===== src/verilog/ifetch_pkg.sv =====
// Instruction fetch definitions
package ifetch_pkg;
	// Cache geometry
	localparam int ADDR_WIDTH = 32;
	localparam int L1I_WAYS = 2;
	localparam int L1I_SETS = 16;
	localparam int CACHE_LINE_WORDS = 4;
	localparam int CACHE_LINE_BITS = CACHE_LINE_WORDS * 32;
	localparam int CACHE_LINE_OFFSET_WIDTH = $clog2(CACHE_LINE_BITS / 8);
	localparam int THREADS = 4;

	// Address field widths
	localparam int SET_IDX_WIDTH = $clog2(L1I_SETS);
	localparam int TAG_WIDTH = ADDR_WIDTH - SET_IDX_WIDTH - CACHE_LINE_OFFSET_WIDTH;

	typedef logic [31:0] scalar_t;
	typedef logic [TAG_WIDTH-1:0] l1i_tag_t;
	typedef logic [SET_IDX_WIDTH-1:0] l1i_set_idx_t;
	typedef logic [$clog2(L1I_WAYS)-1:0] l1i_way_idx_t;
	typedef logic [$clog2(THREADS)-1:0] thread_idx_t;
	typedef logic [CACHE_LINE_BITS-1:0] cache_line_data_t;

	// Byte address split into cache fields
	typedef struct packed {
		l1i_tag_t tag;
		l1i_set_idx_t set_idx;
		logic [CACHE_LINE_OFFSET_WIDTH-1:0] offset;
	} l1i_addr_t;

	typedef enum logic [2:0] {
		REFILL_IDLE,
		REFILL_ADDR,
		REFILL_DATA,
		REFILL_WRITE,
		REFILL_TAG
	} refill_state_t;

	// AXI read response codes
	typedef enum logic [1:0] {
		RESP_OKAY = 2'b00,
		RESP_EXOKAY = 2'b01,
		RESP_SLVERR = 2'b10,
		RESP_DECERR = 2'b11
	} axi_resp_t;
endpackage


===== src/verilog/l2_refill_fsm.sv =====
// Instruction cache refill engine
`timescale 1ns/1ps

module l2_refill_fsm
	import ifetch_pkg::*;
(
	input logic clk,
	input logic reset,

	// Miss from data stage, victim from tag stage
	input logic ifd_cache_miss,
	input scalar_t ifd_cache_miss_pc,
	input l1i_way_idx_t lru_way,

	output logic busy,

	// AXI4-Lite read master
	output scalar_t m_araddr,
	output logic m_arvalid,
	input logic m_arready,
	input scalar_t m_rdata,
	input logic [1:0] m_rresp,
	input logic m_rvalid,
	output logic m_rready,

	// Data array write
	output logic data_update_en,
	output l1i_way_idx_t data_update_way,
	output l1i_set_idx_t data_update_set,
	output cache_line_data_t data_update_data,

	// Tag and valid write
	output logic tag_update_en,
	output l1i_way_idx_t tag_update_way,
	output l1i_set_idx_t tag_update_set,
	output l1i_tag_t tag_update_tag,

	output logic refill_error
);
	localparam int WORD_IDX_WIDTH = CACHE_LINE_OFFSET_WIDTH - 2;

	refill_state_t state;
	l1i_addr_t miss_addr;
	l1i_way_idx_t victim_way;
	logic [WORD_IDX_WIDTH-1:0] word_idx;
	cache_line_data_t line_buf;
	logic last_word;

	assign last_word = word_idx == WORD_IDX_WIDTH'(CACHE_LINE_WORDS - 1);

	always_ff @(posedge clk, posedge reset)
	begin
		if (reset)
		begin
			state <= REFILL_IDLE;
			refill_error <= 1'b0;
		end
		else
		begin
			case (state)
				REFILL_IDLE:
					if (ifd_cache_miss)
						state <= REFILL_ADDR;
				REFILL_ADDR:
					if (m_arready)
						state <= REFILL_DATA;
				REFILL_DATA:
					if (m_rvalid)
					begin
						// Sticky error, line still written
						if (axi_resp_t'(m_rresp) != RESP_OKAY)
							refill_error <= 1'b1;
						state <= last_word ? REFILL_WRITE : REFILL_ADDR;
					end
				REFILL_WRITE:
					state <= REFILL_TAG;
				REFILL_TAG:
					state <= REFILL_IDLE;
				default:
					state <= REFILL_IDLE;
			endcase
		end
	end

	always_ff @(posedge clk)
	begin
		// Capture line address and victim
		if (state == REFILL_IDLE && ifd_cache_miss)
		begin
			miss_addr <= ifd_cache_miss_pc;
			victim_way <= lru_way;
			word_idx <= '0;
		end
		// Shift each beat in, word 0 ends on top
		else if (state == REFILL_DATA && m_rvalid)
		begin
			line_buf <= {line_buf[CACHE_LINE_BITS-33:0], m_rdata};
			word_idx <= word_idx + 1'b1;
		end
	end

	assign busy = state != REFILL_IDLE;
	assign m_araddr = {miss_addr.tag, miss_addr.set_idx, word_idx, 2'b00};
	assign m_arvalid = state == REFILL_ADDR;
	assign m_rready = state == REFILL_DATA;

	assign data_update_en = state == REFILL_WRITE;
	assign data_update_way = victim_way;
	assign data_update_set = miss_addr.set_idx;
	assign data_update_data = line_buf;

	// Tag goes in one cycle after the data
	assign tag_update_en = state == REFILL_TAG;
	assign tag_update_way = victim_way;
	assign tag_update_set = miss_addr.set_idx;
	assign tag_update_tag = miss_addr.tag;

	// Address held until the slave takes it
	assert property (@(posedge clk) disable iff (reset)
		m_arvalid && !m_arready |=> m_arvalid && $stable(m_araddr));
endmodule


===== config.mk =====
export PLATFORM = sky130hd
export DESIGN_NAME = l2_refill_fsm
export DESIGN_NICKNAME = d
export VERILOG_FILES = /design/src/verilog/ifetch_pkg.sv /design/src/verilog/l2_refill_fsm.sv
export SDC_FILE = /design/constraint.sdc
export NUM_CORES = 1
export LEC_CHECK = 0
export ABC_AREA = 0
export BUFFER_PORTS_ARGS = -buffer_cell sky130_fd_sc_hd__buf_2
export CORE_UTILIZATION = 45
export DETAILED_ROUTE_END_ITERATION = 8
export PLACE_DENSITY_LB_ADDON = 0.3
export REMOVE_ABC_BUFFERS = 1
export SYNTH_ARGS = -nofsm -noshare
export SYNTH_HDL_FRONTEND = slang
export SYNTH_SLANG_ARGS = --single-unit
export TNS_END_PERCENT = 50

===== constraint.sdc =====
create_clock -name clk -period 4.7 [get_ports clk]
set_input_delay 0.47 -clock clk [delete_from_list [all_inputs] [get_ports clk]]
set_output_delay 0.47 -clock clk [all_outputs]
set_load 0.01 [all_outputs]

# Yosys cells after proc, flatten, opt, wreduce, memory -nomap -nowiden
# Index checks and enable logic that the tools add are counted.
# totals
ff_bits	163
wordCells	30
# op_classes
addsub	1
n_eq_ne	8
n_mux	5
n_bitwise	1
reduce_logical	8
# ops
operator	n
one-hot mux 3 bit (4 select lines)	1
two-way mux 3 bit	3
equality test 3 x 2 -> 1 bit (second input constant)	2
AND reduction 3 bit	2
inequality test 2 bit (second input constant)	2
equality test 3 x 1 -> 1 bit (second input constant)	1
equality test 3 bit (second input constant)	1
zero test 3 bit	1
nonzero test 3 bit	1
adder 2 x 1 -> 2 bit (second input constant)	1
equality test 2 bit (second input constant)	1
logical AND 1 bit	2
two-way mux 2 bit	1
inequality test 2 x 1 -> 1 bit (second input constant)	1
AND reduction 2 bit	1
nonzero test 2 bit	1
NOT 1 bit	1

# Depth between registers and ports, before layout
# depth
depth_word	4
mapped_depth	4
ltp_nobuf	3

# Least setup slack after synthesis
# No wires, ideal clock.
# synth_path
kind	register -> register
start	register state[0]
end	register line_buf[0], in the netlist data_update_data[0], enable pin
setup_time_ns	0.504
arrival_ns	3.680
setup_slack_ns	0.516
stages_incl_launch_ff	4
path_buffers	1
period_less_slack_ns	4.184
cell_sequence	dfrtp_1 > buf_2 > nor2_1 > and3_1
# synth_via
elab_chain_cells	4
elab_cells_between_ends	6
# synth_rtl
element	line_no	source
start, declared	l2_refill_fsm.sv:42	refill_state_t state;
start signal, assigned	l2_refill_fsm.sv:73	state <= last_word ? REFILL_WRITE : REFILL_ADDR;
zero test 3 bit	l2_refill_fsm.sv:88	if (state == REFILL_IDLE && ifd_cache_miss)
logical AND 1 bit	l2_refill_fsm.sv:88	
NOT 1 bit (no line)	--	
AND reduction 2 bit (no line) (*)	--	
end signal, assigned	l2_refill_fsm.sv:97	line_buf <= {line_buf[CACHE_LINE_BITS-33:0], m_rdata};
end, declared	l2_refill_fsm.sv:46	cache_line_data_t line_buf;
# Every way passes the cells marked *; elsewhere a longest branch is shown, timed or not.
# A chain may end at the register's enable or synchronous reset.

# Worst setup path in the final report
# layout_path
start	register state[2]
end	register line_buf[45], in the netlist data_update_data[45], enable pin
# The elaborated chain is that of the path after synthesis.

==> out/qor.txt <==
Pins over their slew limit: 0
Grt total ovfl: 0
# nets final: 553
CTS resizes: 0
Int Power: 2982 µW
Switching portion of total power: 26.40%
Die height: 110.8 µm
Worst setup EP type: register
CTS Buf Count: 17
Comb power frac: 16.5%
Port Buf Inserts: 265
I/O pin total: 272
Drc violations: 0
HP Class: primary input to register
Nature of the critical path startpoint: register
PwrDens: 563.5 nW/µm²
CTS Sinks: 163
Hold slack: 0.2182 ns
Fin cells: 636
Rows: 39
Slew headroom: 46.79%
Clk root buf: clkbuf_16
Area of the mapped netlist: 5323 µm²
Total number of vias: 2958
Die area: 12270 µm²
Commonest non-fill, non-tap cells in the layout: 265 x buf_2, 157 x edfxtp_1, 17 x clkbuf_16
Most common cell after layout, fill and taps aside: buf_2
Clock Power Share: 33.6%
Gp weighted congestion: 0.7959
WL/cell: 16.93 µm
Crit path DAT: 2.46 ns
RSZ-0062 raised after global routing: false
Cell count after synthesis: 228
Tcrit/Tclk final: 50.90%
Post-route antenna net violation count: 0
Max IR drop VDD: 0.3791 mV
Reg clk slew, reported paths: 0.06 ns
Antenna Cells: 0
Synth warnings: 0
Final setup violation count: 0
Overall Global Routing Usage: 17.60%
Die W: 110.8 µm
Vias per cell: 4.651
Setup TNS Final: 0 ns
FF+latch count, synth: 163
CP Data Required Time: 4.77 ns
H-tree levels: 4
Crit Path Category: register to register
Post-DP HPWL: 7.990 mm
Synth-to-Final Area Change: 35.07%
Post-CTS setup buffers: 0
# fillers: 846
Post-synthesis sequential area ratio: 91.21%
Tmin final: 2.392 ns
Final wirelength: 10.77 mm
Initial antenna violation count: 0
Layout cells sized above 1: 60.85%
Unique masters post-synth: 25
Final hold vios: 0
Largest net degree at the start of global routing: 61
Worst-Margin Slew: 0.7982 ns
Placed cell count: 603
Sequential power share: 49.9%
CTS tree: done
Tot Pwr: 4051 µW
Switching power: 1070 µW
Router iterations before antenna repair: 4
Syn_area_per_cell: 23.34 µm²
Clk_lat worst skew: 0.42 ns
Max FO, Critical Path: 60
Outcome: finished clean
Initial Util: 46.42%
Clock Skew: 0.01027 ns
Vias in the first global route: 2938
First-pass GRT wire length: 15.65 mm
Core area: 11470 µm²
Leakage dissipation: 0.002956 µW
FMAX: 418.0 MHz
Drt initial violations: 198
Clock Tree Buf Depth: 2
Max-Cap Viols: 0
## stage by stage
| step | setup slack, ns | area (µm²) | utilization (%) |
|---|---|---|---|
| floorplan | 0.5621 | 5054 | - |
| global placement | 2.422 | 6589 | 57.46 |
| detailed placement | 2.288 | 6589 | 57.46 |
| CTS | 2.278 | 7189 | 62.70 |
| global route | 2.112 | 7189 | 62.70 |
| finish | 2.308 | 7189 | 62.70 |
## kinds of logic (layout without fill, tap and decap cells)
family	count (synthesis)	count (layout)	synth area share [%]
AO/OA/AOI/OAI	6	6	0.8934
adder cells (fa/ha/maj)	1	1	0.2350
buffers and inverters	39	303	5.266
flip-flops	163	163	91.21
multiplexers	3	3	0.6112
other	1	2	0.07045
AND/OR/NAND/NOR	15	15	1.716
## final cells by class
class | count | area [µm²] | share of cell area [%]
Clock buffer | 19 | 432.9 | 6.022
Clock inverter | 13 | 157.7 | 2.193
Inverter | 2 | 7.507 | 0.1044
Multi-Input combinational cell | 27 | 198.9 | 2.767
Sequential cell | 163 | 4855 | 67.53
Tap cell | 143 | 178.9 | 2.489
Timing Repair Buffer | 269 | 1359 | 18.90
## what timing repair did
action	CTS	global route
hold endpoints to repair	4	0
hold buffers	1	0
endpoints found under the setup margin	0	0
## cell usage after synthesis (all sizes together)
master / count / area (µm²)
dfrtp: 4 / 100.1
or2: 1 / 6.260
mux2i: 1 / 10.01
a31o: 1 / 8.760
nand2b: 1 / 6.260
edfxtp: 157 / 4715
or3: 1 / 6.260
and3b: 2 / 17.52
buf: 37 / 272.8
a21o: 1 / 7.510
nor3: 1 / 5.000
a22o: 3 / 26.28
and3: 1 / 6.260
inv: 2 / 7.510
ha: 1 / 12.51
nor2: 4 / 15.01
dfxtp: 2 / 40.04
conb: 1 / 3.750
nor3b: 2 / 15.01
o21ai: 1 / 5.000
mux2: 2 / 22.52
and2: 1 / 6.260
and2b: 1 / 7.510
## power by group through the flow
stage | sequential, µW | combinational (µW) | clock (µW)
detailed placement | 2050 | 680 | 0
floorplan | 2190 | 172 | 0
finish | 2020 | 668 | 1360
global route | 2050 | 716 | 1440
CTS | 2030 | 680 | 1390
global placement | 2040 | 668 | 0
## metal layers
layer | track usage, % | wire, µm | vias up
li1 | - | - | 1349
met1 | 17.83 | 3789 | 1405
met2 | 30.48 | 5679 | 182
met3 | 7.873 | 1060 | 22
met4 | 8.978 | 238 | 0
met5 | 0 | 0 | -
## worst paths after layout
path	from	cells after the start	endpoint	slack (ns)
setup / recovery	state[2]	3	data_update_data[45]	2.31
hold / removal	ifd_cache_miss_pc[12]	1	tag_update_tag[4]	0.22
setup reg to reg	state[2]	3	data_update_data[45]	2.31
hold reg to reg	data_update_data[6]	0	data_update_data[38]	0.44
max in group asynchronous	reset	3	state[0]	4.08
min in group asynchronous	reset	3	state[1]	0.47
## worst max-delay path, stage by stage, from the launching register on
cell and delay (ns):
dfrtp_1 0.45, nor2_1 0.26, and3_4 0.76, buf_4 0.52
## state kept, by name, summed over array words and instances (netlist names)
register          flops
data_update_data    128
data_update_set       4
data_update_way       1
refill_error          1
state                 3
tag_update_tag       24
word_idx              2
No activity file was read; power rests on OpenSTA's default activity.
