==> src/verilog/ifetch_pkg.sv <==
// Instruction fetch definitions
package ifetch_pkg;
	// Cache geometry
	localparam int ADDR_WIDTH = 32;
	localparam int L1I_WAYS = 2;
	localparam int L1I_SETS = 16;
	localparam int CACHE_LINE_WORDS = 4;
	localparam int CACHE_LINE_BITS = CACHE_LINE_WORDS * 32;
	localparam int CACHE_LINE_OFFSET_WIDTH = $clog2(CACHE_LINE_BITS / 8);
	localparam int THREADS = 4;

	// Address field widths
	localparam int SET_IDX_WIDTH = $clog2(L1I_SETS);
	localparam int TAG_WIDTH = ADDR_WIDTH - SET_IDX_WIDTH - CACHE_LINE_OFFSET_WIDTH;

	typedef logic [31:0] scalar_t;
	typedef logic [TAG_WIDTH-1:0] l1i_tag_t;
	typedef logic [SET_IDX_WIDTH-1:0] l1i_set_idx_t;
	typedef logic [$clog2(L1I_WAYS)-1:0] l1i_way_idx_t;
	typedef logic [$clog2(THREADS)-1:0] thread_idx_t;
	typedef logic [CACHE_LINE_BITS-1:0] cache_line_data_t;

	// Byte address split into cache fields
	typedef struct packed {
		l1i_tag_t tag;
		l1i_set_idx_t set_idx;
		logic [CACHE_LINE_OFFSET_WIDTH-1:0] offset;
	} l1i_addr_t;

	typedef enum logic [2:0] {
		REFILL_IDLE,
		REFILL_ADDR,
		REFILL_DATA,
		REFILL_WRITE,
		REFILL_TAG
	} refill_state_t;

	// AXI read response codes
	typedef enum logic [1:0] {
		RESP_OKAY = 2'b00,
		RESP_EXOKAY = 2'b01,
		RESP_SLVERR = 2'b10,
		RESP_DECERR = 2'b11
	} axi_resp_t;
endpackage

==> src/verilog/sram_1r1w.sv <==
// One-read one-write SRAM
`timescale 1ns/1ps

module sram_1r1w #(
	parameter int DATA_WIDTH = 32,
	parameter int SIZE = 64,
	parameter int READ_NEW = 1
)
(
	input logic clk,
	input logic read_en,
	input logic [$clog2(SIZE)-1:0] read_addr,
	output logic [DATA_WIDTH-1:0] read_data,
	input logic write_en,
	input logic [$clog2(SIZE)-1:0] write_addr,
	input logic [DATA_WIDTH-1:0] write_data
);
	logic [DATA_WIDTH-1:0] mem[SIZE];

	always_ff @(posedge clk)
	begin
		if (write_en)
			mem[write_addr] <= write_data;

		// Registered read port
		if (read_en)
		begin
			// Same-address write passes straight through
			if (READ_NEW != 0 && write_en && write_addr == read_addr)
				read_data <= write_data;
			else
				read_data <= mem[read_addr];
		end
	end
endmodule

==> src/verilog/ifetch_tag_stage.sv <==
// Instruction fetch tag stage
`timescale 1ns/1ps

module ifetch_tag_stage
	import ifetch_pkg::*;
(
	input logic clk,
	input logic reset,

	// Accepted fetch request
	input logic fetch_en,
	input l1i_addr_t fetch_pc,
	input thread_idx_t fetch_thread,

	// LRU update from data stage
	input logic ifd_update_lru_en,
	input l1i_way_idx_t ifd_update_lru_way,

	// Tag and valid write from refill
	input logic tag_update_en,
	input l1i_way_idx_t tag_update_way,
	input l1i_set_idx_t tag_update_set,
	input l1i_tag_t tag_update_tag,

	// Registered request to data stage
	output logic ift_request,
	output l1i_addr_t ift_pc,
	output thread_idx_t ift_thread,
	output l1i_tag_t ift_tag[L1I_WAYS],
	output logic [L1I_WAYS-1:0] ift_valid,

	// Victim for refill
	output l1i_way_idx_t lru_way
);
	// Valid bit per way and set
	logic [L1I_WAYS-1:0][L1I_SETS-1:0] valid_bits;
	// One LRU bit per set, names the older way
	logic [L1I_SETS-1:0] lru_bits;

	// Tag arrays, one per way
	for (genvar way = 0; way < L1I_WAYS; way++)
	begin : tag_way_gen
		sram_1r1w #(
			.DATA_WIDTH($bits(l1i_tag_t)),
			.SIZE(L1I_SETS),
			.READ_NEW(1)
		) tag_sram (
			.clk(clk),
			.read_en(fetch_en),
			.read_addr(fetch_pc.set_idx),
			.read_data(ift_tag[way]),
			.write_en(tag_update_en && tag_update_way == l1i_way_idx_t'(way)),
			.write_addr(tag_update_set),
			.write_data(tag_update_tag)
		);
	end

	always_ff @(posedge clk, posedge reset)
	begin
		if (reset)
		begin
			valid_bits <= '0;
			lru_bits <= '0;
			ift_valid <= '0;
			ift_request <= 1'b0;
		end
		else
		begin
			ift_request <= fetch_en;
			if (tag_update_en)
				valid_bits[tag_update_way][tag_update_set] <= 1'b1;

			// Valid read, with a same-cycle fill forwarded like the tag
			if (fetch_en)
			begin
				for (int way = 0; way < L1I_WAYS; way++)
				begin
					ift_valid[way] <= valid_bits[way][fetch_pc.set_idx]
						|| (tag_update_en && tag_update_way == l1i_way_idx_t'(way)
						&& tag_update_set == fetch_pc.set_idx);
				end
			end

			// Hit way becomes most recent
			if (ifd_update_lru_en)
				lru_bits[ift_pc.set_idx] <= ~ifd_update_lru_way;
		end
	end

	// Request payload
	always_ff @(posedge clk)
	begin
		if (fetch_en)
		begin
			ift_pc <= fetch_pc;
			ift_thread <= fetch_thread;
		end
	end

	assign lru_way = lru_bits[ift_pc.set_idx];

	// Refill only runs with the front end stalled, so no hit shares its set
	assert property (@(posedge clk) disable iff (reset)
		!(ifd_update_lru_en && tag_update_en && tag_update_set == ift_pc.set_idx));
endmodule

==> config.mk <==
export PLATFORM = sky130hd
export DESIGN_NAME = ifetch_tag_stage
export DESIGN_NICKNAME = d
export VERILOG_FILES = /design/src/verilog/ifetch_pkg.sv /design/src/verilog/sram_1r1w.sv /design/src/verilog/ifetch_tag_stage.sv
export SDC_FILE = /design/constraint.sdc
export NUM_CORES = 1
export LEC_CHECK = 0
export BUFFER_PORTS_ARGS = -buffer_cell sky130_fd_sc_hd__buf_2
export CAP_MARGIN = 20
export CORE_MARGIN = 1.5
export CORE_UTILIZATION = 55
export DETAILED_ROUTE_END_ITERATION = 16
export MAX_ROUTING_LAYER = met4
export PLACE_DENSITY = 0.79
export SETUP_SLACK_MARGIN = 0.5
export SYNTH_ARGS = -nofsm -noshare
export SYNTH_HDL_FRONTEND = slang
export SYNTH_HIERARCHICAL = 1
export SYNTH_SLANG_ARGS = --single-unit
==> constraint.sdc <==
create_clock -name clk -period 3 [get_ports clk]
set_input_delay 0.15 -clock clk [delete_from_list [all_inputs] [get_ports clk]]
set_output_delay 0.15 -clock clk [all_outputs]
set_load 0.05 [all_outputs]
# Yosys cells after proc, flatten, opt, wreduce, memory -nomap -nowiden
# Memories as Yosys holds them, arrays and structs flattened. A register that Yosys moved wholly into a read port is not among the register bits.
# Cells that the tools add are included.
# W data, S select, Z words.
[classes] order_cmp=7 n_eq_ne=1 n_mux=17 bitwise=3 reduce_logical=9
[op_table] operator="$or A32 B32 Y32" n=1
[op_table] operator="$bwmux W16" n=1
[op_table] operator="$demux W16 S1" n=1
[op_table] operator="$mux W16" n=1
[op_table] operator="$lt A4 B5 Y1 const B" n=3
[op_table] operator="$bmux W1 S4" n=3
[op_table] operator="$mux W1" n=9
[op_table] operator="$demux W1 S4" n=2
[op_table] operator="$ge A4 B1 Y1 const B" n=2
[op_table] operator="$logic_and A1 B1 Y1" n=7
[op_table] operator="$eq A4 B4 Y1" n=1
[op_table] operator="$logic_or A1 B1 Y1" n=2
[op_table] operator="$lt A1 B2 Y1 const B" n=1
[op_table] operator="$not A1 Y1" n=2
[op_table] operator="$ge A1 B1 Y1 const B" n=1
[totals] register_bits=85 ram_bits=768 inputBits=69 elab_cells=48 mem_count=2
[mem_list] memory="tag_way_gen[0].tag_sram.mem" words=16 word_bits=24 rd=1 rd_clocked_by_memory_dff=1 wr=1 line_no="sram_1r1w.sv:18" source="logic [DATA_WIDTH-1:0] mem[SIZE];"
[mem_list] memory="tag_way_gen[1].tag_sram.mem" words=16 word_bits=24 rd=1 rd_clocked_by_memory_dff=1 wr=1 line_no="sram_1r1w.sv:18"

# Logic depth before layout (Yosys ltp)
[depth] word_depth=7 depth_mapped=7

# Modules after synthesis
# The synthesis kept the hierarchy.
[by_module_without_submodules] mod="sram_1r1w" instances=2 cells_each=664 area_per_inst_um2=15771.4 seq_area_each_um2=12251.8
[by_module_without_submodules] mod="ifetch_tag_stage" instances=1 cells_each=229 area_per_inst_um2=3399.5 seq_area_each_um2=2297.2

# Worst setup path before layout
# Ideal clock, no wire load.
[synth_path] path_type="in2reg" from="in tag_update_way" to="mem tag_way_gen[1].tag_sram/mem[0][0] (netlist bit), enable pin" arrival_time_ns=2.753 required_ns=2.565 path_slack_ns=-0.188 cell_stages=4 path_buffers=1 cell_sequence="and2_1 clkbuf_1 or3b_2 nor3_1"
[synth_via] elab_chain_len=3
[synth_lines] item="from (decl)" line_no="ifetch_tag_stage.sv:21" source="input l1i_way_idx_t tag_update_way,"
[synth_lines] item="$logic_and A1 B1 Y1" line_no="ifetch_tag_stage.sv:52" source=".write_en(tag_update_en && tag_update_way == l1i_way_idx_t'(way)),"
[synth_lines] item="$mux W1" line_no="sram_1r1w.sv:22" source="if (write_en)"
[synth_lines] item="$mux W1 (implied by the code)" line_no="sram_1r1w.sv:23" source="mem[write_addr] <= write_data;"
[synth_lines] item="to (decl)" line_no="sram_1r1w.sv:18"
# Every way passes these cells.

# Worst setup path in the final report
[layout_path] from="reg ift_pc[4] (netlist bit)" to="out lru_way"
[layout_via] elab_chain_len=2
[layout_lines] item="from (decl)" line_no="ifetch_tag_stage.sv:27" source="output l1i_addr_t ift_pc,"
[layout_lines] item="from (signal assigned)" line_no="ifetch_tag_stage.sv:95" source="ift_pc <= fetch_pc;"
[layout_lines] item="$bmux W1 S4" line_no="ifetch_tag_stage.sv:100" source="assign lru_way = lru_bits[ift_pc.set_idx];"
[layout_lines] item="$mux W1 (implied by the code)" line_no="ifetch_tag_stage.sv:100"
[layout_lines] item="to (decl)" line_no="ifetch_tag_stage.sv:33" source="output l1i_way_idx_t lru_way"
# Every way passes these cells. The select of a mux whose other input is x is not followed.

==> qor.yml <==
synthesis:
  async_flop_share_pct: 5.66
  ys_seq_area_share_pct: 76.7
  ys.flop_type: "edfxtp_1"
  synth-edff-count: 850
  ys_types: 37
  synth.area.top_cells: "edfxtp_1 73%, mux4_2 13%, mux2i_1 4.2%"
  avgSynthCellArea_um2: 22.4
  synth_area_um2: 34900
  yosysMostFrequentCell: "edfxtp_1"
  yosys-top-cells-count: "850 x edfxtp_1, 201 x mux4_2, 148 x mux2i_1"
  yosysTopAreaCell: "edfxtp_1"
  netlist_instances: 1557
  ys_ff_latch: 901
  synth_nets: 1626
  yosys_warnings: 6
  synth_top_area_share_pct: 73.0
sta:
  hold_viol: 0
  fmax_mhz: 410
  timing.final.ws_setup_ns: 0.559
  fin_worst_skew_ns: 0.0209
  slew_viol_final: 0
  setup_violations: 0
  max-slew-margin-rel_pct: 54.8
  rsz0062_at_grt: "true"
  worst_slew_pin_slew_ns: 0.678
  hold_ws_ns: 0.0466
  tns_ns: 0
  finalCriticalPeriod_ns: 2.44
  fin_crit_sh_pct: 81.4
clock_network:
  clk_path_buf_depth: 3
  cts_tree: "built"
  numCtsBuffers: 86
  cts.root.buffer_cell: "clkbuf_16"
  clkLatencyLatePin_ns: 0.63
  cts.htree.levels: 3
  path_clk_slew_ns: 0.06
  clock-sinks: 901
power:
  p_int_mw: 20.5
  swShare_pct: 22.3
  power_frac_comb_pct: 7.7
  power.density_nw_per_um2: 660
  p_total_mw: 26.4
  seq_power_share_pct: 54.2
  power.switching_mw: 5.89
  clockPowerShare_pct: 38.1
  p_leak_nw: 13.5
  ir_drop_uv: 399
cells_and_area:
  finalNetCount: 1879
  area_growth_pct: 14.6
  layout-drive-gt1-share_pct: 33.7
worst_setup_path:
  critical_path_class: "register to primary output"
  crit_top_cell: "mux4_2"
  crit_buf_inv: 2
  critPathLaunchType: "register"
  crit_path_end_kind: "primary output"
  critPathMaxFanout: 5
  path_cells: "buf_12 -> mux4_2 -> mux4_2 -> buf_6"
  crit_arrival_ns: 2.29
  crit_family: "multiplexers"
  worstPathRequired_ns: 2.85
  slowest_stage: "mux4_2"
  crit_path_max_incr_delay_ns: 0.49
run_status:
  run_status: "completed"
floorplanning:
  die_area_um2: 65100
  ioPinCount: 155
  die-width_um: 255
  start_util_pct: 55.5
  die_y_um: 255
  rows: 92
  fp.coreArea_um2: 63000
placement:
  hpwl_um: 38200
  routabilityCongestion: 0.784
  numPortBuffers: 154
  pre_cts_ws_ns: 0.688
drt:
  vias: 16911
  detail_route.first_pass.iterations: 6
  drtIter0Drc: 2086
  drc_errors: 0
  via_per_inst: 6.21
  routed_wirelength_um: 76300
  antenna_left: 0
  wl_per_cell_um: 28.0
global_route:
  grt_pass1_vias: 17426
  grtUsageTotal_pct: 24.6
  grt_max_degree: 54
  grt.overflow.total: 0
  grt_pass1_wl_um: 111000
  antenna_found_initial: 1
job:
  maxCapViolCount: 0
hold_path:
  min_path_type: "input port to asynchronous set/reset pin"
[cell type report]
class | instances | area, um^2
repair buffers | 249 | 1770
clock inverters | 55 | 367
multi-input cells | 567 | 7810
flip-flops and latches | 901 | 26800
fillers | 4003 | 22900
clock buffers | 99 | 2220
inverters | 5 | 18.8
well taps | 846 | 1060
diodes | 1 | 2.50
[tightest hold or removal path, cell delays in order]
cell and delay [ns]:
dlygate4sd3_1 0.53, buf_2 0.13, inv_2 0.24
[timing repair]
action	in CTS	in global routing
gates cloned	0	0
setup endpoints to repair	1	1
hold endpoints to repair	109	0
pin swaps	0	0
hold buffers	35	0
gates resized for setup	4	0
buffers inserted	3	0
[flip-flops by register name, indices dropped and copies added, names as in the netlist]
register and cells:
tag_way_gen.tag_sram/read_data 48, valid_bits 32, lru_bits 16, ift_thread 2, ift_valid 2, ift_request 1, ift_pc 32, tag_way_gen.tag_sram/mem 768
[per-stage QoR]
stage	utilization, %	std cells	cell area (um^2)
CTS	63.6	2721	40000
global route	63.6	2723	40000
floorplan	-	1557	35000
finish	63.6	2723	40000
detailed placement	58.8	2529	37100
global placement	58.8	2529	37100
[cells in the final DEF (no fill, tap or decap), drive strengths merged, types with 6 or more instances in the layout]
master,count
o21bai,9
nand3b,6
o21ai,16
xor2,10
mux2i,148
edfxtp,850
inv,10
buf,213
dfrtp,51
nor3,9
nor2,32
nand2b,7
o31ai,16
a21o,13
mux2,48
clkbuf,100
clkinv,43
a31o,9
dlygate4sd3,35
nand2,12
mux4,203
[logic make-up (layout without fill, tap and decap cells)]
logic type	Yosys count	in the layout	share of synthesized area, %
xor+xnor	12	12	0.301
mux	399	399	18.9
simple gates	83	83	1.25
compound gates	73	73	1.49
flops	901	901	76.7
other cells	0	1	0
buf+inv	89	408	1.36
[power by group through the flow]
stage | registers [mW] | clock network [mW] | logic, mW
after floorplan | 14.9 | 0 | 1.02
after detailed placement | 14.6 | 0 | 1.97
after global routing | 14.4 | 10.7 | 2.17
after global placement | 14.6 | 0 | 1.91
after CTS | 14.3 | 10.2 | 2.05
final | 14.3 | 10.1 | 2.04
[routing by layer]
| layer | part of all wire [%] | up-vias | global-route usage (%) |
|---|---|---|---|
| met4 | 2.6 | 0 | 8.13 |
| met2 | 51 | 905 | 40.1 |
| met5 | 0 | - | - |
| met1 | 38 | 8839 | 31.5 |
| met3 | 8.7 | 148 | 4.43 |
| li1 | - | 7019 | - |
[path summary, 6_finish.rpt]
kind | startpoint | end | slack (ns) | cells after the start
min reg2reg | valid_bits[5] | valid_bits[5] | 0.45 | 1
min in group clk | tag_update_tag[14] | tag_way_gen[0].tag_sram/mem[2][14] | 0.05 | 1
max reg2reg | tag_way_gen[1].tag_sram/mem[10][9] | tag_way_gen[1].tag_sram/read_data[9] | 1.21 | 4
min | reset | valid_bits[2] | 0.05 | 3
max | ift_pc[4] | lru_way | 0.56 | 4
max in group asynchronous | reset | valid_bits[3] | 2.46 | 4
Note: power is estimated with default switching activity, not from simulation.
