[src/verilog/perf_counters.sv]
// Cache event counters
`timescale 1ns/1ps

module perf_counters #(
	parameter int COUNTER_WIDTH = 32
)
(
	input logic clk,
	input logic reset,
	input logic perf_hit,
	input logic perf_miss,
	output logic [COUNTER_WIDTH-1:0] hit_count,
	output logic [COUNTER_WIDTH-1:0] miss_count
);
	always_ff @(posedge clk, posedge reset)
	begin
		if (reset)
		begin
			hit_count <= '0;
			miss_count <= '0;
		end
		else
		begin
			// Both stick at all ones
			if (perf_hit && hit_count != '1)
				hit_count <= hit_count + 1'b1;
			if (perf_miss && miss_count != '1)
				miss_count <= miss_count + 1'b1;
		end
	end
endmodule

[config.mk]
export PLATFORM = sky130hd
export DESIGN_NAME = perf_counters
export DESIGN_NICKNAME = d
export VERILOG_FILES = /design/src/verilog/perf_counters.sv
export SDC_FILE = /design/constraint.sdc
export NUM_CORES = 1
export LEC_CHECK = 0
export ABC_AREA = 1
export BUFFER_PORTS_ARGS = -buffer_cell sky130_fd_sc_hd__buf_2
export CORE_MARGIN = 2
export CORE_UTILIZATION = 60
export DETAILED_ROUTE_END_ITERATION = 10
export PLACE_DENSITY_LB_ADDON = 0.1
export REMOVE_ABC_BUFFERS = 1
export SYNTH_ARGS = -nofsm -noshare
export SYNTH_HDL_FRONTEND = slang
export SYNTH_SLANG_ARGS = --single-unit
export TNS_END_PERCENT = 100
[constraint.sdc]
create_clock -name clk -period 4 [get_ports clk]
set_input_delay 0.2 -clock clk [delete_from_list [all_inputs] [get_ports clk]]
set_output_delay 0.2 -clock clk [all_outputs]
set_load 0.01 [all_outputs]
# ---- Word-level counts from Yosys, hierarchy flattened
# Cells that the tools add are included.
dict set report totals {
  reg_bits 64
  output_inout_bits 64
  wordCells 8
  in_bits 4
}
dict set report classes {
  addsub 2
  reduce_logical 2
  eq_ne 2
}
# operator n
set op_table {}
lappend op_table {{32-bit by 1-bit adder with 32-bit output (second input constant)} 2}
lappend op_table {{32-bit inequality test (second input constant)} 2}
lappend op_table {{1-bit logical AND} 2}

# ---- Longest topological paths before layout
# Gate-level depths: netlist (run 1).
dict set report logic_depth {
  depth_word 2
  depth_mapped 11
  depth_no_buf 10
}

# ---- Least setup slack after synthesis (run 1)
# Ideal clock, no wire load.
dict set report synth_timing {
  kind {reg-to-reg}
  start {reg miss_count[0]}
  end {reg miss_count[14]}
  n_path_buf 1
  setup_time_ps 116
  path_slack_ps 2338
  arrival_time_ps 1546
  synth_period_minus_slack_ps 1662
  path_stages_with_launch 12
  required_time_ps 3884
  path_cell_list {dfrtp_1 -> ha_1 -> inv_1 -> nor2_2 -> nand2_2 -> nor2_4 -> nand2_4 -> nand2_8 -> inv_4 -> buf_6 -> nand2_1 -> nand2_1}
}
dict set report synth_between {
  elab_chain_len 2
  word_cells_on_any_way 3
  cone_classes {add/sub: 1; eq/ne: 1; reduce/logical: 1}
}
# element line_no
set synth_lines {}
lappend synth_lines {{from (decl)} 13} ;# output logic [COUNTER_WIDTH-1:0] miss_count
lappend synth_lines {{from (signal assigned)} 28} ;# miss_count <= miss_count + 1'b1;
lappend synth_lines {{parallel branches: the longest is 2 deep, another holds 32-bit by 1-bit adder with 32-bit output} n/a}
# Parallel ways; which one is timed is not known.
# A chain may end at the register's enable or synchronous reset.

# ---- Worst setup path in the final report (run 1)
dict set report layout_timing {
  start {reg miss_count[0]}
  end {reg miss_count[19]}
}
# The elaborated chain is that of the path after synthesis.

==> results of run 1 <==
==> worst register-to-register path: stages, from the launching register on <==
cell and delay (ns):
dfrtp_1 0.45, ha_1 0.24, inv_1 0.07, nor2_2 0.13, nand2_2 0.09, nor2_4 0.18, nand2_4 0.24, nand2_8 0.22
inv_4 0.09, nand2_1 0.08, nand2_1 0.04
==> cell usage in the layout (no fill, tap or decap), types with 2 or more instances in the layout <==
cell / synthesis / final
nand4_1: 16 / 16
nand2_1: 286 / 286
nor3_1: 5 / 5
clkbuf_8: 0 / 12
xor2_1: 7 / 7
and2_1: 2 / 2
dfrtp_1: 64 / 64
o21ai_0: 7 / 7
inv_1: 57 / 56
a21oi_1: 6 / 6
nand3b_1: 10 / 10
nor2_2: 5 / 5
ha_1: 2 / 2
clkbuf_1: 0 / 2
xnor2_1: 11 / 11
nand2_2: 6 / 6
nor2_1: 105 / 105
buf_2: 4 / 67
nand3_1: 46 / 46
inv_4: 2 / 2
bufinv_16: 0 / 2
nor2_4: 4 / 4
nand2_4: 3 / 3
==> flip-flops by register name, summed over array words and instances, names as in the netlist <==
name,flops
miss_count,32
hit_count,32
==> metal layers <==
metal / share of wire (%) / track usage (%) / vias to the layer above
li1: - / - / 2173
met1: 41 / 35.77 / 1962
met2: 49 / 53.04 / 167
met3: 5.8 / 4.664 / 38
met4: 4.3 / 17.08 / 0
met5: 0 / 0 / -
==> through the flow <==
| stage | std cells | worst slack (ns) | instance area (sq um) | power, mW | hold WS (ns) |
|---|---|---|---|---|---|
| 3_3_place_gp | 811 | 2.164 | 4633 | 0.9692 | 0.3380 |
| 3_5_place_dp | 811 | 2.059 | 4633 | 0.9778 | 0.3464 |
| 2_1_floorplan | 647 | 2.202 | 4170 | 0.8934 | 0.3552 |
| 6_report | 828 | 2.047 | 4876 | 1.628 | 0.2500 |
| 4_1_cts | 828 | 2.034 | 4876 | 1.636 | 0.2540 |
| 5_1_grt | 828 | 1.846 | 4876 | 1.698 | 0.2939 |
==> worst min path at each step <==
stage	from	endpoint	slack [ns]	cells past startpoint
final	perf_miss	miss_count[24]	0.25	3
after global routing	perf_miss	miss_count[24]	0.29	3
after CTS	perf_miss	miss_count[24]	0.25	3
after detailed placement	reset	hit_count[1]	0.35	2
after global placement	reset	hit_count[1]	0.34	2
after floorplan	perf_miss	miss_count[24]	0.36	2
==> final cells by class <==
cell class | count | area, sq um | area share [%]
clock buffers | 14 | 172.7 | 3.541
clock inverters | 2 | 60.06 | 1.232
inverters | 59 | 226.5 | 4.645
multi-input cells | 524 | 2342 | 48.04
flip-flops and latches | 64 | 1602 | 32.85
well taps | 96 | 120.1 | 2.463
repair buffers | 69 | 352.8 | 7.236
==> cell families after synthesis <==
logic type	Yosys count	synth area share [%]
compound gates	13	1.528
xor+xnor	18	3.703
fa+ha+maj	2	0.5876
buf+inv	69	7.376
flops	64	37.61
simple gates	491	49.19
==> timing repair <==
action	CTS	global route
hold endpoints to repair	32	0
resized for setup	0	0
hold buffers	1	0
==> power breakdown <==
group | switching, mW | total [mW] | internal, mW
registers | 0.0704 | 0.759 | 0.689
clock network | 0.260 | 0.663 | 0.403
logic | 0.122 | 0.206 | 0.0838
==> synth_stat cells <==
library cell,n,share of area (%)
nand3_1,46,5.4
a21oi_1,6,0.71
dfrtp_1,64,38
nor2_2,5,0.73
inv_1,57,5.0
nand2_2,6,0.88
nor2_4,4,1.1
inv_4,2,0.29
nand3b_1,10,1.8
nor2b_1,1,0.15
nor2_1,105,9.3
xnor2_1,11,2.3
buf_6,6,1.6
nor3_1,5,0.59
nand4_1,16,2.4
nand2_1,286,25
nand2_8,1,0.47
ha_1,2,0.59
xor2_1,7,1.4
and2_1,2,0.29
buf_2,4,0.47
nand2_4,3,0.79
o21ai_0,7,0.82
nor3_2,1,0.24
==> flow_metrics.env, run 1 <==
export IMPL_gr_usage_all_layers_pct=30.44
export IMPL_io_buffers=67
export IMPL_period_share_pct=48.82
export IMPL_crit_fanout=33
export IMPL_tns_ns=0
export IMPL_yosys_warnings=0
export IMPL_grt_start_max_net_pins=34
export IMPL_grt_pass1_vias=4085
export IMPL_r2r_slack_ns=2.05
export IMPL_crit_slowest_cell="dfrtp_1"
export IMPL_syn_area_sq_mm=0.004258
export IMPL_r2r_cells=10
export IMPL_die_x_microns=88.24
export IMPL_coreArea_sq_mm=0.006832
export IMPL_syn_inst=657
export IMPL_startpoint="miss_count[0]"
export IMPL_critPathCapture="miss_count[19]"
export IMPL_drive_gt1_share_pct=14.34
export IMPL_syn2layout_area_growth_pct=14.52
export IMPL_slowest_delay_ns=0.45
export IMPL_rr_startpoint="miss_count[0]"
export IMPL_dpl_hpwl_microns=8179
export IMPL_ir_drop_mv=0.3216
export IMPL_critical_path_top_delay_family="simple AND/OR/NAND/NOR gates"
export IMPL_post_drt_wl_per_cell_microns=13.16
export IMPL_rows=30
export IMPL_die_y_microns=88.24
export IMPL_post_route_util_pct=71.37
export IMPL_status="finished, final reports clean"
export IMPL_htreeDepth=3
export IMPL_cp_cell_sequence="ha_1 > inv_1 > nor2_2 > nand2_2 > nor2_4 > nand2_4 > nand2_8 > inv_4 > nand2_1 > nand2_1"
export IMPL_grt_pass1_wl_microns=18420
export IMPL_worst_pin_slew_ns=0.6924
export IMPL_fmax_ghz=0.5120
export IMPL_slew_viol_final=0
export IMPL_worstPathRequired_ns=4.24
export IMPL_setup_viol_count_final=0
export IMPL_fillers=605
export IMPL_synth_distinct_cells=24
export IMPL_clk_path_buf_depth=2
export IMPL_postRouteAntennaNets=0
export IMPL_slew_headroom_pct=53.77
export IMPL_routed_wl_microns=10900
export IMPL_worst_setup_path_start_kind="flop"
export IMPL_place_gp_congestion=0.9196
export IMPL_power_density_mw_per_mm2=333.9
export IMPL_start_util_pct=62.33
export IMPL_drt_initial_drc_count=276
export IMPL_min_path_type="input port to flop"
export IMPL_clkSinkCount=64
export IMPL_grt_ovfl_total=0
export IMPL_fin_skew_ns=0.01334
export IMPL_endpoint_kind="flop"
export IMPL_postCtsSetupBuffers=0
export IMPL_rsz0062_at_grt="no"
export IMPL_antenna_found_initial=0
export IMPL_ys_seq_elements=64
export IMPL_viasPerCell=5.242
export IMPL_root_buffer="clkbuf_8"
export IMPL_cts_buffers=9
export IMPL_arrival_ns=2.19
export IMPL_nets=733
export IMPL_clk_pin_slew_ns=0.08
export IMPL_synth_seq_area_share_pct=37.61
export IMPL_die_area_sq_mm=0.007786
export IMPL_r2r_end="miss_count[19]"
export IMPL_timing_critical_path_buf_inv=2
export IMPL_crit_top_cell="nand2_1"
export IMPL_maxCapViolCount=0
export IMPL_crit_type="flop to flop"
export IMPL_cts_tree="built"
export IMPL_clk_latency_ns=0.35
export IMPL_cp_depth=10
export IMPL_num_vias=4340
export IMPL_power_leakage_nw=2.343
export IMPL_dr_pass1_iters=7
export IMPL_ioPinCount=68
export IMPL_syn_area_per_cell_sq_um=6.481
export IMPL_period_minus_slack_ns=1.953
export IMPL_antennaDiodeCount=0
export IMPL_drc=0
export IMPL_hold_viol_final=0
(Power assumes the default switching activity.)
==> run 2: changes to the inputs <==
ABC_AREA = 0   (was 1)
CORE_UTILIZATION = 49   (was 60)
clock period = 1.7 ns   (was 4 ns; I/O delays follow)
==> flow_metrics.env, run 2 <==
export IMPL_htreeDepth=3
export IMPL_place_gp_congestion=0.7971
export IMPL_clk_pin_slew_ns=0.07
export IMPL_clk_path_buf_depth=2
export IMPL_synth_top_area_cell="dfrtp_1"
export IMPL_ir_drop_mv=1.027
export IMPL_root_buffer="clkbuf_8"
export IMPL_period_minus_slack_ns=1.911
export IMPL_crit_fanout=6
export IMPL_grt_start_max_net_pins=65
export IMPL_total_power_mw=4.365
export IMPL_cts_tree="built"
export IMPL_hold_viol_final=0
export IMPL_endpoint_kind="flop"
export IMPL_cp_cell_sequence="nand4_2 > or4_4 > o31ai_4 > buf_6 > nor4_2 > xor2_1"
export IMPL_clkSinkCount=64
export IMPL_period_share_pct=112.4
export IMPL_synthArstFlopShare_pct=100.0
export IMPL_fin_skew_ns=0.005716
export IMPL_min_path_type="input port to flop"
export IMPL_grt_ovfl_total=0
export IMPL_violations="setup timing"
export IMPL_syn2layout_area_growth_pct=58.22
export IMPL_final_common_cell="buf_4"
export IMPL_drive_gt1_share_pct=50.00
export IMPL_worst_slack_ns=-0.2108
export IMPL_layout_common_cells="buf_4 (103), buf_2 (67), dfrtp_1 (64)"
export IMPL_worstPathRequired_ns=1.92
export IMPL_biggestRegsByFlops="hit_count x32, miss_count x32"
export IMPL_synth_most_common_cell="dfrtp_1"
export IMPL_antenna_found_initial=0
export IMPL_slew_viol_final=0
export IMPL_crit_slowest_cell="or4_4"
export IMPL_fmax_ghz=0.5233
export IMPL_r2r_slack_ns=-0.21
export IMPL_syn_inst=299
export IMPL_dr_pass1_iters=5
export IMPL_start_util_pct=49.76
export IMPL_post_route_util_pct=78.73
export IMPL_ys_seq_elements=64
export IMPL_crit_type="flop to flop"
export IMPL_critical_path_top_delay_family="simple AND/OR/NAND/NOR gates"
export IMPL_cts_buffers=9
export IMPL_nets=488
export IMPL_ioPinCount=68
export IMPL_gr_usage_all_layers_pct=26.36
export IMPL_post_drt_wl_per_cell_microns=16.33
export IMPL_synthTopCellsByArea="dfrtp_1 (52%), xnor2_1 (8.7%), xor2_1 (7.6%), nand4_1 (5.2%), nand3_1 (3.9%)"
export IMPL_antennaDiodeCount=0
export IMPL_maxCapViolCount=0
export IMPL_slowest_delay_ns=0.59
export IMPL_synth_seq_area_share_pct=51.57
export IMPL_grt_pass1_wl_microns=14790
export IMPL_tns_ns=-4.563
export IMPL_setup_viol_count_final=29
export IMPL_syn_area_per_cell_sq_um=10.39
export IMPL_rsz0062_at_grt="yes"
export IMPL_dpl_hpwl_microns=5942
export IMPL_viasPerCell=5.435
export IMPL_worst_pin_slew_ns=0.3789
export IMPL_worst_setup_path_start_kind="flop"
export IMPL_arrival_ns=2.13
export IMPL_synth_common_cells="dfrtp_1 (64), xnor2_1 (31), nand2_1 (29)"
export IMPL_num_vias=3060
export IMPL_netlist_area_leader_share_pct=51.57
export IMPL_status="complete, but fails checks"
export IMPL_power_leakage_nw=2.596
export IMPL_drc=0
export IMPL_clk_latency_ns=0.34
export IMPL_coreArea_sq_mm=0.006241
export IMPL_slew_headroom_pct=74.51
export IMPL_dpl_cell_area_sq_mm=0.004265
export IMPL_die_area_sq_mm=0.006991
export IMPL_postRouteAntennaNets=0
export IMPL_grt_pass1_vias=3095
export IMPL_synth_edf_count=0
export IMPL_io_buffers=67
export IMPL_design_area_sq_mm=0.004913
export IMPL_timing_critical_path_buf_inv=1
export IMPL_ys_flop_type="dfrtp_1"
export IMPL_die_y_microns=83.61
export IMPL_yosys_warnings=0
export IMPL_synth_distinct_cells=35
export IMPL_die_x_microns=83.61
export IMPL_rows=29
export IMPL_power_density_mw_per_mm2=888.3
export IMPL_syn_area_sq_mm=0.003105
export IMPL_drt_initial_drc_count=159
export IMPL_routed_wl_microns=9191
==> run 2: stage by stage <==
step | setup slack [ns] | std cells | hold slack, ns
finish | -0.2108 | 563 | 0.1060
global placement | -0.1476 | 534 | 0.1802
CTS | -0.1482 | 556 | 0.1451
global route | -0.3072 | 563 | 0.1307
floorplan | -0.5196 | 290 | 0.2647
detailed placement | -0.1605 | 534 | 0.1909
==> run 2: worst reg2reg max path, stage by stage (launching register included) <==
cell	delay (ns)
dfrtp_1	0.38
nand4_2	0.11
or4_4	0.59
o31ai_4	0.27
buf_6	0.21
nor4_2	0.07
xor2_1	0.14
==> run 2: area by class of cell <==
cell class	instances	area [sq um]
Clock buffer	12	155.1
Clock inverter	3	65.06
Fill cell	412	1328
Inverter	5	18.77
Multi-Input combinational cell	221	1728
Sequential cell	64	1602
Tap cell	77	96.34
Timing Repair Buffer	181	1249
==> run 2: kinds of logic after synthesis <==
group	count (synthesis)	share of synthesized area [%]
multiplexers	3	1.088
buffers and inverters	14	2.136
XOR/XNOR	58	16.36
AO/OA/AOI/OAI	10	2.418
flip-flops	64	51.57
adder cells (fa/ha/maj)	2	0.8057
AND/OR/NAND/NOR	148	25.63
==> run 2: what timing repair did <==
| item | in CTS | in global routing |
|---|---|---|
| setup endpoints to repair | 28 | 56 |
| endpoints found under the hold margin | 64 | 0 |
| resized for setup | 34 | 34 |
| buffers inserted | 6 | 7 |
| hold buffers | 1 | 0 |
| pin swaps | 12 | 22 |
==> run 2: power breakdown <==
| part | switching, mW | internal, mW | total, mW | leakage, nW |
|---|---|---|---|---|
| combinational | 0.520 | 0.571 | 1.09 | 1.62 |
| clock | 0.591 | 0.896 | 1.49 | 0.112 |
| sequential | 0.107 | 1.68 | 1.79 | 0.860 |
==> run 2: worst paths after layout <==
kind,depth (start not counted),from,to
min,3,perf_hit,hit_count[16]
max in group asynchronous,4,reset,hit_count[14]
max,6,miss_count[24],miss_count[31]
min reg2reg,2,hit_count[30],hit_count[30]
max reg2reg,6,miss_count[24],miss_count[31]
min in group asynchronous,4,reset,hit_count[31]
==> run 2: layer usage <==
| layer | vias up | routed length, microns | GRT usage [%] | share of wire (%) |
|---|---|---|---|---|
| met1 | 1500 | 3684 | 32.92 | 40 |
| li1 | 1433 | - | - | - |
| met3 | 25 | 412 | 5.242 | 4.5 |
| met4 | 0 | 234 | 11.00 | 2.5 |
| met5 | - | 0 | 0 | 0 |
| met2 | 102 | 4859 | 44.73 | 53 |
==> run 3: changes to the inputs <==
RECOVER_POWER = 50   (was unset)
==> flow_metrics.env, run 3 (synthesis results as in run 2) <==
export IMPL_layout_common_cells="buf_4 (100), dfrtp_1 (64), buf_2 (59)"
export IMPL_hold_viol_final=0
export IMPL_viasPerCell=5.410
export IMPL_die_area_sq_mm=0.006991
export IMPL_drive_gt1_share_pct=47.53
export IMPL_ioPinCount=68
export IMPL_grt_pass1_wl_microns=14790
export IMPL_cts_buffers=9
export IMPL_power_density_mw_per_mm2=894.3
export IMPL_die_y_microns=83.61
export IMPL_startpoint="miss_count[24]"
export IMPL_clkSinkCount=64
export IMPL_grt_ovfl_total=0
export IMPL_slew_viol_final=0
export IMPL_final_common_cell="buf_4"
export IMPL_biggestRegsByFlops="hit_count x32, miss_count x32"
export IMPL_period_share_pct=112.5
export IMPL_crit_type="flop to flop"
export IMPL_r2r_cells=6
export IMPL_drc=0
export IMPL_nets=488
export IMPL_r2r_end="miss_count[31]"
export IMPL_root_buffer="clkbuf_8"
export IMPL_tns_ns=-4.625
export IMPL_period_minus_slack_ns=1.912
export IMPL_post_drt_wl_per_cell_microns=16.38
export IMPL_hold_ws_ns=0.1026
export IMPL_fmax_ghz=0.5230
export IMPL_routed_wl_microns=9223
export IMPL_dp_cells=534
export IMPL_place_gp_congestion=0.7971
export IMPL_ir_drop_mv=1.022
export IMPL_status="complete, but fails checks"
export IMPL_grt_start_max_net_pins=65
export IMPL_worst_setup_path_start_kind="flop"
export IMPL_coreArea_sq_mm=0.006241
export IMPL_endpoint_kind="flop"
export IMPL_antennaDiodeCount=0
export IMPL_antenna_found_initial=0
export IMPL_postRouteAntennaNets=0
export IMPL_dpl_hpwl_microns=5942
export IMPL_clk_latency_ns=0.35
export IMPL_min_path_type="input port to flop"
export IMPL_htreeDepth=3
export IMPL_maxCapViolCount=0
export IMPL_power_leakage_nw=2.545
export IMPL_clk_pin_slew_ns=0.07
export IMPL_syn2layout_area_growth_pct=57.13
export IMPL_rows=29
export IMPL_num_vias=3046
export IMPL_violations="setup timing"
export IMPL_worst_pin_slew_ns=0.8790
export IMPL_setup_viol_count_final=30
export IMPL_crit_fanout=6
export IMPL_drt_initial_drc_count=165
export IMPL_clk_path_buf_depth=2
export IMPL_fin_skew_ns=0.006892
export IMPL_die_x_microns=83.61
export IMPL_total_power_mw=4.364
export IMPL_worst_slack_ns=-0.2121
export IMPL_gr_usage_all_layers_pct=26.36
export IMPL_cts_tree="built"
export IMPL_r2r_slack_ns=-0.21
export IMPL_grt_pass1_vias=3095
export IMPL_arrival_ns=2.13
export IMPL_slew_headroom_pct=41.40
export IMPL_finalNonFillerCells=563
export IMPL_design_area_sq_mm=0.004880
export IMPL_dr_pass1_iters=4
export IMPL_critPathCapture="miss_count[31]"
export IMPL_dpl_cell_area_sq_mm=0.004265
export IMPL_rsz0062_at_grt="yes"
export IMPL_rr_startpoint="miss_count[24]"
export IMPL_start_util_pct=49.76
export IMPL_worstPathRequired_ns=1.92
export IMPL_io_buffers=67
-- run 3: cell count changes in the layout (fill, tap and decap cells not counted), sizes merged --
cell,delta
buf,-12
clkbuf,+12
-- run 3: per-layer routing --
metal	share of wire [%]	GRT usage, %
met1	41	32.92
met2	53	44.73
met3	3.7	5.242
met4	2.6	11.00
met5	0	0
-- run 3: cell type report --
class / instances / area (sq um)
multi-input cells: 221 / 1728
clock buffers: 12 / 155.1
fillers: 421 / 1361
repair buffers: 181 / 1215
flip-flops and latches: 64 / 1602
well taps: 77 / 96.34
inverters: 5 / 18.77
clock inverters: 3 / 65.06
-- run 3: worst min path at each step --
stage	from	end	slack, ns	cells past startpoint
after floorplan	perf_hit	hit_count[0]	0.26	2
after global placement	reset	miss_count[22]	0.18	3
after detailed placement	reset	hit_count[31]	0.19	3
after CTS	perf_hit	hit_count[16]	0.15	3
after global routing	perf_hit	hit_count[16]	0.13	3
final	perf_hit	hit_count[16]	0.10	3
-- run 3: through the flow --
step / utilization [%] / setup WS, ns
after floorplan: - / -0.5196
after global placement: 68.34 / -0.1476
after detailed placement: 68.34 / -0.1605
after CTS: 75.50 / -0.1482
after global routing: 78.19 / -0.3072
final: 78.19 / -0.2121
-- run 3: timing repair --
item	4_1_cts	5_1_grt
resized for setup	34	34
pin swaps	12	22
buffers inserted	6	7
hold buffers	1	0
endpoints found under the setup margin	28	56
hold endpoints to repair	64	0
-- run 3: worst max-delay path, stage by stage, from the launching register on --
cell and delay, ns:
dfrtp_1 0.38, nand4_2 0.11, or4_4 0.59, o31ai_4 0.27, buf_6 0.21, nor4_2 0.07
xor2_1 0.14
-- run 3: report_power, final --
part / leakage (nW) / switching [mW] / total [mW] / internal [mW]
combinational: 1.57 / 0.522 / 1.09 / 0.564
sequential: 0.860 / 0.108 / 1.79 / 1.68
clock: 0.112 / 0.594 / 1.49 / 0.897
total: 2.55 / 1.22 / 4.36 / 3.14
